[src/common/mmio_config.svh]
// MMIO subsystem configuration
`ifndef MMIO_CONFIG_SVH
`define MMIO_CONFIG_SVH

// Bus widths
`define MMIO_AVMM_ADDR_WIDTH 20
`define MMIO_AVMM_DATA_WIDTH 64
`define MMIO_ST_WIDTH        256

// Capacities
`define MMIO_RD_CAP          8
`define MMIO_CSR_COUNT       16

// Request beat fields
`define MMIO_REQ_FMTTYPE     7:0
`define MMIO_REQ_TAG         17:8
`define MMIO_REQ_LENGTH      27:18
`define MMIO_REQ_REQ_ID      43:28
`define MMIO_REQ_ADDR        107:44
`define MMIO_REQ_PAYLOAD     191:128

// Completion beat fields
`define MMIO_CPL_FMTTYPE     7:0
`define MMIO_CPL_TAG         17:8
`define MMIO_CPL_BYTE_COUNT  31:18
`define MMIO_CPL_REQ_ID      47:32
`define MMIO_CPL_LOW_ADDR    54:48
`define MMIO_CPL_RDATA       191:128

`endif

[src/common/mmio_pkg.sv]
// MMIO shared types and TLP codes
`include "mmio_config.svh"

package mmio_pkg;

    // --------------------------------------------------------------------------
    // Field types
    // --------------------------------------------------------------------------
    typedef logic [7:0]                            mmio_fmttype_t;
    typedef logic [9:0]                            mmio_tag_t;
    typedef logic [15:0]                           mmio_req_id_t;
    // Length in bytes, as carried in the completion byte count
    typedef logic [13:0]                           mmio_len_t;
    typedef logic [`MMIO_AVMM_ADDR_WIDTH-1:0]      mmio_addr_t;
    typedef logic [`MMIO_AVMM_DATA_WIDTH-1:0]      mmio_data_t;
    typedef logic [`MMIO_AVMM_DATA_WIDTH/8-1:0]    mmio_be_t;
    typedef logic [6:0]                            mmio_low_addr_t;

    // --------------------------------------------------------------------------
    // TLP format and type codes
    // --------------------------------------------------------------------------
    localparam mmio_fmttype_t MEM_READ_32  = 8'h00;
    localparam mmio_fmttype_t MEM_READ_64  = 8'h20;
    localparam mmio_fmttype_t MEM_WRITE_32 = 8'h40;
    localparam mmio_fmttype_t MEM_WRITE_64 = 8'h60;
    // Completion with data
    localparam mmio_fmttype_t CPL_DATA     = 8'h4A;

endpackage

[src/rx_bridge/avst_rx_mmio_bridge.sv]
// Avalon-ST request to Avalon-MM bridge
`timescale 1ns/1ps
`include "mmio_config.svh"

module avst_rx_mmio_bridge (
    input  logic                        clk,
    input  logic                        rst_n,

    input  logic                        rx_valid,
    input  logic                        rx_sop,
    input  logic                        rx_eop,
    input  logic [`MMIO_ST_WIDTH-1:0]   rx_data,
    output logic                        rx_ready,

    input  logic                        avmm_waitrequest,
    input  logic                        avmm_writeresponsevalid,
    input  logic                        avmm_readdatavalid,
    output logic                        avmm_write,
    output logic                        avmm_read,
    output mmio_pkg::mmio_addr_t        avmm_address,
    output mmio_pkg::mmio_data_t        avmm_writedata,
    output mmio_pkg::mmio_be_t          avmm_byteenable,

    output logic                        tlp_rd_strb,
    output mmio_pkg::mmio_tag_t         tlp_rd_tag,
    output mmio_pkg::mmio_len_t         tlp_rd_length,
    output mmio_pkg::mmio_req_id_t      tlp_rd_req_id,
    output mmio_pkg::mmio_low_addr_t    tlp_rd_low_addr
);

    import mmio_pkg::*;

    localparam int CNT_W = $clog2(`MMIO_RD_CAP) + 1;
    localparam logic [CNT_W-1:0] RD_CAP   = CNT_W'(`MMIO_RD_CAP);
    // Two reads may still slip in after the decision to stall
    localparam logic [CNT_W-1:0] RD_LIMIT = CNT_W'(`MMIO_RD_CAP - 2);

    typedef enum logic [2:0] {
        ST_RESET,
        ST_READY,
        ST_WAIT_READ,
        ST_WAIT_VALID,
        ST_WAIT_WRITE,
        ST_WAIT_RESP
    } rx_state_t;

    rx_state_t        state;
    rx_state_t        state_next;

    // Registered request beat
    logic             beat_valid;
    mmio_fmttype_t    beat_fmttype;
    mmio_tag_t        beat_tag;
    logic [9:0]       beat_len_dw;
    mmio_req_id_t     beat_req_id;
    logic [63:0]      beat_addr;
    mmio_data_t       beat_payload;

    // Decoded request
    logic             dec_read;
    logic             dec_write;
    logic [63:0]      dec_addr;
    mmio_len_t        dec_length;
    logic [2:0]       dec_offset;
    mmio_data_t       dec_wdata;
    mmio_be_t         dec_be;

    logic [CNT_W-1:0] rd_count;
    logic             rd_issue;

    // Bytes enabled from the offset up to offset plus length
    function automatic mmio_be_t byte_enable(input logic [2:0] offset, input mmio_len_t length);
        mmio_be_t be;
        for (int i = 0; i < $bits(mmio_be_t); i++)
        begin
            be[i] = (i >= offset) && (i < offset + length);
        end
        return be;
    endfunction

    // --------------------------------------------------------------------------
    // Stream sink
    // --------------------------------------------------------------------------
    assign rx_ready = (state == ST_READY);

    // Pending beat is consumed on the next edge the target can take a command
    always_ff @(posedge clk)
    begin
        if (!rst_n)
            beat_valid <= 1'b0;
        else if (rx_valid && rx_ready)
            beat_valid <= rx_sop && rx_eop;
        else if (!avmm_waitrequest)
            beat_valid <= 1'b0;
    end

    always_ff @(posedge clk)
    begin
        if (rx_valid && rx_ready)
        begin
            beat_fmttype <= rx_data[`MMIO_REQ_FMTTYPE];
            beat_tag     <= rx_data[`MMIO_REQ_TAG];
            beat_len_dw  <= rx_data[`MMIO_REQ_LENGTH];
            beat_req_id  <= rx_data[`MMIO_REQ_REQ_ID];
            beat_addr    <= rx_data[`MMIO_REQ_ADDR];
            beat_payload <= rx_data[`MMIO_REQ_PAYLOAD];
        end
    end

    // Header decode, unsupported types fall through as no-ops
    always_comb
    begin
        dec_read  = 1'b0;
        dec_write = 1'b0;
        dec_addr  = 64'd0;
        case (beat_fmttype)
            MEM_READ_32:
            begin
                dec_read = beat_valid;
                dec_addr = {32'd0, beat_addr[31:0]};
            end
            MEM_WRITE_32:
            begin
                dec_write = beat_valid;
                dec_addr  = {32'd0, beat_addr[31:0]};
            end
            MEM_READ_64:
            begin
                dec_read = beat_valid;
                dec_addr = beat_addr;
            end
            MEM_WRITE_64:
            begin
                dec_write = beat_valid;
                dec_addr  = beat_addr;
            end
            default:
            begin
                dec_addr = 64'd0;
            end
        endcase
    end

    assign dec_length = {2'b00, beat_len_dw, 2'b00};
    assign dec_offset = dec_addr[2:0];
    assign dec_wdata  = beat_payload << (8 * dec_offset);
    assign dec_be     = byte_enable(dec_offset, dec_length);

    // --------------------------------------------------------------------------
    // Outstanding reads
    // --------------------------------------------------------------------------
    assign rd_issue = avmm_read && !avmm_waitrequest;

    always_ff @(posedge clk)
    begin
        if (!rst_n)
            rd_count <= '0;
        else
        begin
            case ({rd_issue, avmm_readdatavalid})
                2'b10:   rd_count <= rd_count + 1'b1;
                2'b01:   rd_count <= rd_count - 1'b1;
                default: rd_count <= rd_count;
            endcase
        end
    end

    // --------------------------------------------------------------------------
    // Ready FSM
    // --------------------------------------------------------------------------
    always_ff @(posedge clk)
    begin
        if (!rst_n)
            state <= ST_RESET;
        else
            state <= state_next;
    end

    always_comb
    begin
        state_next = state;
        case (state)
            ST_RESET:
                if (!avmm_waitrequest)
                    state_next = ST_READY;
            ST_READY:
            begin
                if (dec_write)
                    state_next = ST_WAIT_WRITE;
                else if (dec_read && rd_count >= RD_LIMIT)
                    state_next = ST_WAIT_READ;
            end
            ST_WAIT_READ:
                if (rd_issue)
                    state_next = ST_WAIT_VALID;
            ST_WAIT_VALID:
                if (avmm_readdatavalid)
                    state_next = ST_READY;
            ST_WAIT_WRITE:
                if (avmm_write && !avmm_waitrequest)
                    state_next = ST_WAIT_RESP;
            ST_WAIT_RESP:
                if (avmm_writeresponsevalid)
                    state_next = ST_READY;
            default:
                state_next = ST_RESET;
        endcase
    end

    // --------------------------------------------------------------------------
    // Command issue and read sideband
    // --------------------------------------------------------------------------
    always_ff @(posedge clk)
    begin
        if (!rst_n)
        begin
            avmm_write <= 1'b0;
            avmm_read  <= 1'b0;
        end
        else if (!avmm_waitrequest)
        begin
            avmm_write <= dec_write;
            avmm_read  <= dec_read;
        end
    end

    always_ff @(posedge clk)
    begin
        if (beat_valid && !avmm_waitrequest)
        begin
            avmm_address    <= dec_addr[`MMIO_AVMM_ADDR_WIDTH-1:0];
            avmm_writedata  <= dec_wdata;
            avmm_byteenable <= dec_be;
            tlp_rd_tag      <= beat_tag;
            tlp_rd_length   <= dec_length;
            tlp_rd_req_id   <= beat_req_id;
        end
    end

    assign tlp_rd_strb     = rd_issue;
    assign tlp_rd_low_addr = avmm_address[6:0];

    // Target must finish clearing before any command leaves
    a_no_cmd_in_reset: assert property (@(posedge clk) disable iff (!rst_n)
        (state == ST_RESET) |-> !(avmm_read || avmm_write));

    // Stall margin keeps the TX queue from overflowing
    a_rd_count_cap: assert property (@(posedge clk) disable iff (!rst_n)
        rd_count <= RD_CAP);

endmodule

[src/tx_bridge/avst_tx_cpl_bridge.sv]
// Read completion builder
`timescale 1ns/1ps
`include "mmio_config.svh"

module avst_tx_cpl_bridge (
    input  logic                        clk,
    input  logic                        rst_n,

    input  logic                        tlp_rd_strb,
    input  mmio_pkg::mmio_tag_t         tlp_rd_tag,
    input  mmio_pkg::mmio_len_t         tlp_rd_length,
    input  mmio_pkg::mmio_req_id_t      tlp_rd_req_id,
    input  mmio_pkg::mmio_low_addr_t    tlp_rd_low_addr,

    input  logic                        avmm_readdatavalid,
    input  mmio_pkg::mmio_data_t        avmm_readdata,

    output logic                        cpl_valid,
    output logic                        cpl_sop,
    output logic                        cpl_eop,
    output logic [`MMIO_ST_WIDTH-1:0]   cpl_data
);

    import mmio_pkg::*;

    localparam int PTR_W = $clog2(`MMIO_RD_CAP);
    localparam int CNT_W = PTR_W + 1;
    localparam logic [PTR_W-1:0] LAST_PTR = PTR_W'(`MMIO_RD_CAP - 1);
    localparam logic [CNT_W-1:0] DEPTH    = CNT_W'(`MMIO_RD_CAP);

    // Sideband queue storage
    mmio_tag_t        q_tag      [`MMIO_RD_CAP];
    mmio_len_t        q_length   [`MMIO_RD_CAP];
    mmio_req_id_t     q_req_id   [`MMIO_RD_CAP];
    mmio_low_addr_t   q_low_addr [`MMIO_RD_CAP];

    logic [PTR_W-1:0] wr_ptr;
    logic [PTR_W-1:0] rd_ptr;
    logic [CNT_W-1:0] q_count;
    logic             q_full;
    logic             q_empty;

    function automatic logic [PTR_W-1:0] next_ptr(input logic [PTR_W-1:0] ptr);
        return (ptr == LAST_PTR) ? '0 : ptr + 1'b1;
    endfunction

    assign q_full  = (q_count == DEPTH);
    assign q_empty = (q_count == '0);

    // --------------------------------------------------------------------------
    // Sideband queue
    // --------------------------------------------------------------------------
    always_ff @(posedge clk)
    begin
        if (tlp_rd_strb)
        begin
            q_tag[wr_ptr]      <= tlp_rd_tag;
            q_length[wr_ptr]   <= tlp_rd_length;
            q_req_id[wr_ptr]   <= tlp_rd_req_id;
            q_low_addr[wr_ptr] <= tlp_rd_low_addr;
        end
    end

    always_ff @(posedge clk)
    begin
        if (!rst_n)
        begin
            wr_ptr  <= '0;
            rd_ptr  <= '0;
            q_count <= '0;
        end
        else
        begin
            if (tlp_rd_strb)
                wr_ptr <= next_ptr(wr_ptr);
            if (avmm_readdatavalid)
                rd_ptr <= next_ptr(rd_ptr);
            case ({tlp_rd_strb, avmm_readdatavalid})
                2'b10:   q_count <= q_count + 1'b1;
                2'b01:   q_count <= q_count - 1'b1;
                default: q_count <= q_count;
            endcase
        end
    end

    // --------------------------------------------------------------------------
    // Completion beat
    // --------------------------------------------------------------------------
    always_ff @(posedge clk)
    begin
        if (!rst_n)
            cpl_valid <= 1'b0;
        else
            cpl_valid <= avmm_readdatavalid;
    end

    // Head entry pairs with the returning data, since reads return in order
    always_ff @(posedge clk)
    begin
        if (avmm_readdatavalid)
        begin
            cpl_data                       <= '0;
            cpl_data[`MMIO_CPL_FMTTYPE]    <= CPL_DATA;
            cpl_data[`MMIO_CPL_TAG]        <= q_tag[rd_ptr];
            cpl_data[`MMIO_CPL_BYTE_COUNT] <= q_length[rd_ptr];
            cpl_data[`MMIO_CPL_REQ_ID]     <= q_req_id[rd_ptr];
            cpl_data[`MMIO_CPL_LOW_ADDR]   <= q_low_addr[rd_ptr];
            cpl_data[`MMIO_CPL_RDATA]      <= avmm_readdata;
        end
    end

    // Every completion is a single beat
    assign cpl_sop = cpl_valid;
    assign cpl_eop = cpl_valid;

    a_no_pop_empty: assert property (@(posedge clk) disable iff (!rst_n)
        avmm_readdatavalid |-> !q_empty);

    a_no_push_full: assert property (@(posedge clk) disable iff (!rst_n)
        tlp_rd_strb |-> !q_full);

endmodule

[src/logic/mmio_csr_target.sv]
// CSR register bank
`timescale 1ns/1ps
`include "mmio_config.svh"

module mmio_csr_target (
    input  logic                    clk,
    input  logic                    rst_n,

    input  logic                    avmm_write,
    input  logic                    avmm_read,
    input  mmio_pkg::mmio_addr_t    avmm_address,
    input  mmio_pkg::mmio_data_t    avmm_writedata,
    input  mmio_pkg::mmio_be_t      avmm_byteenable,

    output logic                    avmm_waitrequest,
    output mmio_pkg::mmio_data_t    avmm_readdata,
    output logic                    avmm_readdatavalid,
    output logic                    avmm_writeresponsevalid
);

    import mmio_pkg::*;

    localparam int IDX_W = $clog2(`MMIO_CSR_COUNT);
    localparam logic [IDX_W-1:0] LAST_IDX = IDX_W'(`MMIO_CSR_COUNT - 1);

    mmio_data_t       regs [`MMIO_CSR_COUNT];

    logic             clearing;
    logic [IDX_W-1:0] clr_idx;
    logic [IDX_W-1:0] idx;
    logic             wr_take;
    logic             rd_take;

    // Read pipeline stage one
    logic             rd_valid_s1;
    mmio_data_t       rd_data_s1;

    // Registers are 8 bytes apart, upper address bits ignored
    assign idx = avmm_address[IDX_W+2:3];

    assign avmm_waitrequest = clearing;
    assign wr_take          = avmm_write && !clearing;
    assign rd_take          = avmm_read && !clearing;

    // --------------------------------------------------------------------------
    // Clearing phase, one register per cycle
    // --------------------------------------------------------------------------
    always_ff @(posedge clk)
    begin
        if (!rst_n)
        begin
            clearing <= 1'b1;
            clr_idx  <= '0;
        end
        else if (clearing)
        begin
            clr_idx <= clr_idx + 1'b1;
            if (clr_idx == LAST_IDX)
                clearing <= 1'b0;
        end
    end

    // Register bank with byte-enabled writes
    always_ff @(posedge clk)
    begin
        if (clearing)
            regs[clr_idx] <= '0;
        else if (wr_take)
        begin
            for (int b = 0; b < $bits(mmio_be_t); b++)
            begin
                if (avmm_byteenable[b])
                    regs[idx][8*b +: 8] <= avmm_writedata[8*b +: 8];
            end
        end
    end

    // --------------------------------------------------------------------------
    // Responses
    // --------------------------------------------------------------------------
    always_ff @(posedge clk)
    begin
        if (rd_take)
            rd_data_s1 <= regs[idx];
        if (rd_valid_s1)
            avmm_readdata <= rd_data_s1;
    end

    always_ff @(posedge clk)
    begin
        if (!rst_n)
        begin
            rd_valid_s1             <= 1'b0;
            avmm_readdatavalid      <= 1'b0;
            avmm_writeresponsevalid <= 1'b0;
        end
        else
        begin
            rd_valid_s1             <= rd_take;
            avmm_readdatavalid      <= rd_valid_s1;
            avmm_writeresponsevalid <= wr_take;
        end
    end

    // The bridge issues one command per beat
    a_rd_wr_exclusive: assert property (@(posedge clk) disable iff (!rst_n)
        !(avmm_read && avmm_write));

endmodule

[src/logic/mmio_subsystem_top.sv]
// MMIO target subsystem
`timescale 1ns/1ps
`include "mmio_config.svh"

module mmio_subsystem_top (
    input  logic                        clk,
    input  logic                        rst_n,

    input  logic                        rx_valid,
    input  logic                        rx_sop,
    input  logic                        rx_eop,
    input  logic [`MMIO_ST_WIDTH-1:0]   rx_data,
    output logic                        rx_ready,

    output logic                        cpl_valid,
    output logic                        cpl_sop,
    output logic                        cpl_eop,
    output logic [`MMIO_ST_WIDTH-1:0]   cpl_data
);

    import mmio_pkg::*;

    // Memory-mapped bus
    logic           avmm_write;
    logic           avmm_read;
    mmio_addr_t     avmm_address;
    mmio_data_t     avmm_writedata;
    mmio_be_t       avmm_byteenable;
    logic           avmm_waitrequest;
    mmio_data_t     avmm_readdata;
    logic           avmm_readdatavalid;
    logic           avmm_writeresponsevalid;

    // Read sideband
    logic           tlp_rd_strb;
    mmio_tag_t      tlp_rd_tag;
    mmio_len_t      tlp_rd_length;
    mmio_req_id_t   tlp_rd_req_id;
    mmio_low_addr_t tlp_rd_low_addr;

    avst_rx_mmio_bridge rx_bridge0 (
        .clk                     (clk),
        .rst_n                   (rst_n),
        .rx_valid                (rx_valid),
        .rx_sop                  (rx_sop),
        .rx_eop                  (rx_eop),
        .rx_data                 (rx_data),
        .rx_ready                (rx_ready),
        .avmm_waitrequest        (avmm_waitrequest),
        .avmm_writeresponsevalid (avmm_writeresponsevalid),
        .avmm_readdatavalid      (avmm_readdatavalid),
        .avmm_write              (avmm_write),
        .avmm_read               (avmm_read),
        .avmm_address            (avmm_address),
        .avmm_writedata          (avmm_writedata),
        .avmm_byteenable         (avmm_byteenable),
        .tlp_rd_strb             (tlp_rd_strb),
        .tlp_rd_tag              (tlp_rd_tag),
        .tlp_rd_length           (tlp_rd_length),
        .tlp_rd_req_id           (tlp_rd_req_id),
        .tlp_rd_low_addr         (tlp_rd_low_addr)
    );

    mmio_csr_target csr0 (
        .clk                     (clk),
        .rst_n                   (rst_n),
        .avmm_write              (avmm_write),
        .avmm_read               (avmm_read),
        .avmm_address            (avmm_address),
        .avmm_writedata          (avmm_writedata),
        .avmm_byteenable         (avmm_byteenable),
        .avmm_waitrequest        (avmm_waitrequest),
        .avmm_readdata           (avmm_readdata),
        .avmm_readdatavalid      (avmm_readdatavalid),
        .avmm_writeresponsevalid (avmm_writeresponsevalid)
    );

    avst_tx_cpl_bridge tx_bridge0 (
        .clk                (clk),
        .rst_n              (rst_n),
        .tlp_rd_strb        (tlp_rd_strb),
        .tlp_rd_tag         (tlp_rd_tag),
        .tlp_rd_length      (tlp_rd_length),
        .tlp_rd_req_id      (tlp_rd_req_id),
        .tlp_rd_low_addr    (tlp_rd_low_addr),
        .avmm_readdatavalid (avmm_readdatavalid),
        .avmm_readdata      (avmm_readdata),
        .cpl_valid          (cpl_valid),
        .cpl_sop            (cpl_sop),
        .cpl_eop            (cpl_eop),
        .cpl_data           (cpl_data)
    );

endmodule

[config.mk]
export PLATFORM = sky130hd
export DESIGN_NAME = mmio_subsystem_top
export DESIGN_NICKNAME = d
export VERILOG_FILES = /design/src/common/mmio_pkg.sv /design/src/rx_bridge/avst_rx_mmio_bridge.sv /design/src/tx_bridge/avst_tx_cpl_bridge.sv /design/src/logic/mmio_csr_target.sv /design/src/logic/mmio_subsystem_top.sv
export VERILOG_INCLUDE_DIRS = /design/src /design/src/common
export SDC_FILE = /design/constraint.sdc
export NUM_CORES = 2
export LEC_CHECK = 0
export BUFFER_PORTS_ARGS = -buffer_cell sky130_fd_sc_hd__buf_2
export CORE_UTILIZATION = 40
export CTS_CLUSTER_DIAMETER = 30
export DETAILED_ROUTE_END_ITERATION = 12
export SLEW_MARGIN = 25
export SYNTH_ARGS = -nofsm -noshare
export SYNTH_HDL_FRONTEND = slang
export SYNTH_SLANG_ARGS = --single-unit
[constraint.sdc]
create_clock -name clk -period 9.3 [get_ports clk]
set_clock_uncertainty 0.1 [all_clocks]
set_input_delay 1.395 -clock clk [delete_from_list [all_inputs] [get_ports clk]]
set_output_delay 1.395 -clock clk [all_outputs]
set_load 0.005 [all_outputs]
Word level (Yosys, flattened, before mapping)
Memories as Yosys holds them, arrays and structs flattened. A register that Yosys moved wholly into a read port is not among the register bits.
Index checks and enable logic that the tools add are counted.
{"block": "totals", "inputBits": 261, "mem_count": 5, "output_inout_bits": 260, "wordCells": 155, "ramBits": 1368, "regBits": 430}
{"name": "csr0.regs", "depth": 16, "width": 64, "rd": 1, "rd_ports_with_merged_regs": 1, "wr": 1, "line_no": "mmio_csr_target.sv:26", "rtl": "mmio_data_t regs [`MMIO_CSR_COUNT];"}
{"name": "tx_bridge0.q_req_id", "depth": 8, "width": 16, "rd": 1, "rd_ports_with_merged_regs": 1, "wr": 1, "line_no": "avst_tx_cpl_bridge.sv:34", "rtl": "mmio_req_id_t q_req_id [`MMIO_RD_CAP];"}
{"name": "tx_bridge0.q_length", "depth": 8, "width": 10, "rd": 1, "rd_ports_with_merged_regs": 1, "wr": 1, "line_no": "avst_tx_cpl_bridge.sv:33", "rtl": "mmio_len_t q_length [`MMIO_RD_CAP];"}
{"name": "tx_bridge0.q_tag", "depth": 8, "width": 10, "rd": 1, "rd_ports_with_merged_regs": 1, "wr": 1, "line_no": "avst_tx_cpl_bridge.sv:32", "rtl": "mmio_tag_t q_tag [`MMIO_RD_CAP];"}
{"name": "tx_bridge0.q_low_addr", "depth": 8, "width": 7, "rd": 1, "rd_ports_with_merged_regs": 1, "wr": 1, "line_no": "avst_tx_cpl_bridge.sv:35", "rtl": "mmio_low_addr_t q_low_addr [`MMIO_RD_CAP];"}
{"block": "classes", "n_addsub": 6, "eq_ne": 20, "n_reduce_logical": 23, "n_shift": 1, "muxes": 57, "n_lt_le_gt_ge": 16}
{"cell": "3-bit by 32-bit less-than comparator with 1-bit output, first input constant", "n": 4}
{"cell": "1-bit by 32-bit less-than comparator with 1-bit output, first input constant", "n": 2}
{"cell": "2-bit by 32-bit less-than comparator with 1-bit output, first input constant", "n": 2}
{"cell": "64-bit 2-to-1 mux", "n": 1}
{"cell": "64-bit OR reduction", "n": 1}
{"cell": "64-bit by 6-bit << shifter with 64-bit output", "n": 1}
{"cell": "1-bit 2-to-1 mux", "n": 42}
{"cell": "3-bit 2-to-1 mux", "n": 9}
{"cell": "3-bit case mux with 6 select lines", "n": 1}
{"cell": "8-bit by 7-bit == test with 1-bit output, second input constant", "n": 2}
{"cell": "7-bit case mux with 2 select lines", "n": 1}
{"cell": "3-bit by 12-bit adder with 13-bit output", "n": 1}
{"cell": "1-bit logical AND", "n": 13}
{"cell": "3-bit == test, second input constant", "n": 4}
{"cell": "3-bit greater-or-equal comparator, first input constant", "n": 3}
{"cell": "4-bit by 1-bit adder with 4-bit output, second input constant", "n": 2}
{"cell": "8-bit by 6-bit == test with 1-bit output, second input constant", "n": 1}
{"cell": "8-bit zero test", "n": 1}
{"cell": "8-bit 2-to-1 mux", "n": 1}
{"cell": "2-bit by 1-bit inequality test with 1-bit output, second input constant", "n": 4}
{"cell": "4-bit case mux with 2 select lines", "n": 1}
{"cell": "2-bit OR reduction", "n": 4}
{"cell": "3-bit by 1-bit adder with 3-bit output, second input constant", "n": 2}
{"cell": "3-bit by 2-bit == test with 1-bit output, second input constant", "n": 2}
{"cell": "other kinds (15)", "n": 18}

Logic depth before layout (Yosys ltp)
{"block": "logic_depth", "depth_word": 7, "ltp_mapped": 12}

Cells and area by module
From an unflattened synthesis, not the netlist that was laid out.
{"block": "unflattened", "cells_unflattened": 3637, "hier_area_um2": 74381.3}
{"mod": "mmio_csr_target", "seq_area_each_um2": 34753.3, "n_inst": 1, "cells_each": 2004, "area_per_inst_um2": 43804.5}
{"mod": "avst_tx_cpl_bridge", "seq_area_each_um2": 14764.2, "n_inst": 1, "cells_each": 844, "area_per_inst_um2": 19137.1}
{"mod": "avst_rx_mmio_bridge", "seq_area_each_um2": 7857.5, "n_inst": 1, "cells_each": 789, "area_per_inst_um2": 11439.7}

Worst setup path before layout
OpenSTA, ideal clock, no wires.
{"block": "synth_timing", "kind": "register to register", "from": "reg csr0.clearing, in the netlist csr0.avmm_waitrequest", "to": "reg rx_bridge0.avmm_address[0] (enable)", "synth_period_minus_slack_ps": 6283, "slack_ps": 3017, "stages_incl_launch_ff": 3, "setup_ps": 602, "t_arrival_ps": 5582, "path_buffers": 1, "cell_sequence": "dfxtp_1 -> clkbuf_1 -> nor2b_1"}
{"block": "synth_via", "elab_chain_len": 2}
{"element": "start, declared", "line_no": "mmio_csr_target.sv:28", "rtl": "logic clearing;"}
{"element": "start signal, assigned", "line_no": "mmio_csr_target.sv:52", "rtl": "clearing <= 1'b1;"}
{"element": "start signal, assigned", "line_no": "mmio_csr_target.sv:59", "rtl": "clearing <= 1'b0;"}
{"element": "1-bit zero test", "line_no": "avst_rx_mmio_bridge.sv:229", "rtl": "if (beat_valid && !avmm_waitrequest)"}
{"element": "1-bit logical AND", "line_no": "avst_rx_mmio_bridge.sv:229"}
{"element": "end signal, assigned", "line_no": "avst_rx_mmio_bridge.sv:231", "rtl": "avmm_address <= dec_addr[`MMIO_AVMM_ADDR_WIDTH-1:0];"}
{"element": "end, declared", "line_no": "avst_rx_mmio_bridge.sv:20", "rtl": "output mmio_pkg::mmio_addr_t avmm_address,"}
No other way between the ends.
A chain may end at the register's enable or synchronous reset.

==> impl_metrics.json <==
{
  "finalSetupViolations": 0,
  "async_flop_share_pct": 0,
  "start_util_pct": 40.4,
  "fin_setup_tns_ns": 0,
  "syn-cell-area_um2": 71500,
  "powerDensity_nw_per_um2": 255,
  "p_switching_uw": 4520,
  "r2r-start": "rx_bridge0.avmm_address[4]",
  "ys_types": 59,
  "h-tree-depth": 5,
  "vias": 34300,
  "end_kind": "flop",
  "clkPwrFrac_pct": 57.4,
  "grt_pass1_vias": 34800,
  "met3_usage_pct": 4.15,
  "grt_usage_pct": 18.6,
  "row_count": 154,
  "ys_seq_area_share_pct": 77.7,
  "synth_top_family_by_area": "multiplexers",
  "drt_iter0_markers": 2971,
  "fin_area_um2": 86900,
  "ios": 521,
  "period_share_pct": 44.5,
  "hold_class": "flop to flop",
  "ir_worst_vdd_v": 0.000181,
  "min-delay-start": "csr0.rd_data_s1[3]",
  "crit_type": "flop to flop",
  "ant_nets": 0,
  "min_period_ns": 4.14,
  "drive_gt1_share_pct": 33.6,
  "use_met1_pct": 24.0,
  "synth_area_leader_cell": "edfxtp_1",
  "switching_share_pct": 20.4,
  "max_freq_ghz": 0.241,
  "synth_xor_area_share_pct": 0.0735,
  "cp-endpoint": "csr0.rd_data_s1[20]",
  "cts_hold_buffers": 0,
  "yosysMostFrequentCell": "edfxtp_1",
  "die_h_um": 425,
  "synth_top_area_share_pct": 77.0,
  "gp_congestion": 0.847,
  "grt_max_degree": 122,
  "clockRootBuffer": "clkbuf_16",
  "use_met2_pct": 30.8,
  "leakage_uw": 0.0305,
  "nNetsFinal": 4119,
  "postCtsSetupBuffers": 0,
  "cp.required_ns": 9.83,
  "yosys.area_share.adder_pct": 0.203,
  "cts_tree": "done",
  "routed_wl_um": 167000,
  "dp_slack_ns": 4.98,
  "drc": 0,
  "maxCapViolCount": 0,
  "rsz0062_at_grt": "false",
  "yosysWarnings": 0,
  "setup_slack_ns": 5.16,
  "viasPerCell": 5.29,
  "synth_compound_area_share_pct": 2.01,
  "dominantRegCellSynth": "edfxtp_1",
  "worstSkewPairLatency_ns": 0.98,
  "grt-busiest-layer": "met2",
  "internal_power_uw": 17700,
  "startpoint": "rx_bridge0.avmm_address[4]",
  "cp.arrival_ns": 4.67,
  "muxShareOfSynthArea_pct": 14.2,
  "worstPathMaxFanout": 121,
  "final_util_pct": 49.1,
  "status": "finished, final reports clean",
  "synth_simple_gate_area_share_pct": 3.00,
  "path_clk_slew_ns": 0.05,
  "combinationalPowerShare_pct": 1.0,
  "port_buffers": 229,
  "clk_path_buf_depth": 4,
  "syn_inst": 3370,
  "worstReg2RegEnd": "csr0.rd_data_s1[20]",
  "die-width_um": 425,
  "place_area_um2": 74800,
  "dpl.hpwl_um": 99900,
  "core_region_area_um2": 177000,
  "synth_edf_count": 1832,
  "wl_per_cell_um": 25.8,
  "area_delta_synth_final_pct": 21.5,
  "cts_made_buffers": 361,
  "seqPwrFrac_pct": 41.6,
  "hold_viol": 0,
  "antenna_found_initial": 49,
  "grt_first_pass_wirelength_um": 242000,
  "ys_ff_latch": 1857,
  "regToRegSetupSlack_ns": 5.16,
  "cts.sinks": 1857,
  "relSlewSlack_pct": 24.2,
  "ctsResizeCount": 0,
  "syn_area_per_cell_um2": 21.2,
  "grt.overflow.total": 0,
  "rr_worst_depth": 5,
  "drt_first_pass_iters": 5,
  "yosys-top-cells-area": "edfxtp_1 77%, mux4_2 13%, buf_4 1.6%, nor2_1 1.1%, mux2_2 0.96%",
  "dieArea_um2": 180000,
  "tightest_slew_ns": 1.13,
  "drv_slew": 0,
  "synth_common_cells": "1,832 x edfxtp_1, 406 x mux4_2, 203 x nor2_1",
  "startpoint_type": "flop"
}
==> cell usage in the layout, fill, tap and decap left out, drive strengths merged, types with 47 or more instances in the layout <==
cell    synthesis  routed
a21oi          47      47
and2           85      85
buf           228     285
clkbuf         90     396
clkinv          0     125
conb            2     149
edfxtp       1832    1832
inv            19      66
mux2           61      61
mux4          406     406
nand2          76      76
nor2          204     204
==> metal layers <==
metal	up-vias	share of wire (%)
li1	14600	-
met1	18000	40
met4	2	2.8
met5	-	0.0054
met2	1400	51
met3	362	6.7
==> cell type report <==
cell class | instances | area [um2]
antenna | 15 | 37.5
timing repair buffer | 285 | 1610
sequential | 1857 | 55500
tap | 2340 | 2930
clock inverter | 254 | 2830
fill | 14200 | 90000
multi-input combinational | 1323 | 14700
clock buffer | 396 | 9220
inverter | 19 | 75.1
==> flip-flops by register name, indices dropped and copies added, names as in the netlist, 16 cells and up <==
name,count
tx_bridge0.q_length,80
tx_bridge0.q_low_addr,56
csr0.avmm_readdata,64
csr0.regs,1024
tx_bridge0.cpl_data,107
tx_bridge0.q_req_id,128
tx_bridge0.q_tag,80
rx_bridge0.beat_req_id,16
csr0.rd_data_s1,64
rx_bridge0.tlp_rd_req_id,16
rx_bridge0.beat_payload,64
rx_bridge0.avmm_writedata,64
==> per-stage QoR <==
| step | instances | total power (uW) | hold WS [ns] |
|---|---|---|---|
| floorplan | 3517 | 9530 | 0.300 |
| global placement | 5823 | 9590 | 0.303 |
| detailed placement | 5824 | 9600 | 0.305 |
| CTS | 6474 | 22400 | 0.266 |
| global route | 6484 | 22800 | 0.280 |
| finish | 6489 | 22200 | 0.272 |
==> worst min-delay path by stage <==
stage	endpoint	slack, ns	depth (start not counted)
after floorplan	csr0.avmm_readdata[0]	0.30	0
after global placement	rx_bridge0.tlp_rd_req_id[10]	0.30	0
after detailed placement	csr0.avmm_readdata[61]	0.30	0
after CTS	csr0.avmm_readdata[3]	0.27	0
after global routing	csr0.avmm_readdata[35]	0.28	0
final	csr0.avmm_readdata[3]	0.27	0
==> power by group through the flow <==
| stage | combinational, uW | sequential (uW) | clock [uW] |
|---|---|---|---|
| 3_5_place_dp | 222 | 9380 | 0 |
| 6_report | 225 | 9220 | 12700 |
| 4_1_cts | 223 | 9220 | 12900 |
| 5_1_grt | 239 | 9220 | 13300 |
| 3_3_place_gp | 219 | 9370 | 0 |
| 2_1_floorplan | 158 | 9370 | 0 |
==> cell families after synthesis <==
family | Yosys count
DFF | 1857
and+or+nand+nor | 454
adders and majority gates | 11
other | 2
buffers and inverters | 337
muxes | 493
AOI/OAI and AO/OA | 210
xor gates and xnor gates | 6
==> worst max-delay path, cell delays in order, from the launching register on <==
cell,delay (ns)
edfxtp_1,0.72
buf_4,0.48
buf_12,0.59
buf_4,0.91
mux4_2,0.45
mux4_2,0.50
Note: power is estimated with default switching activity, not from simulation.
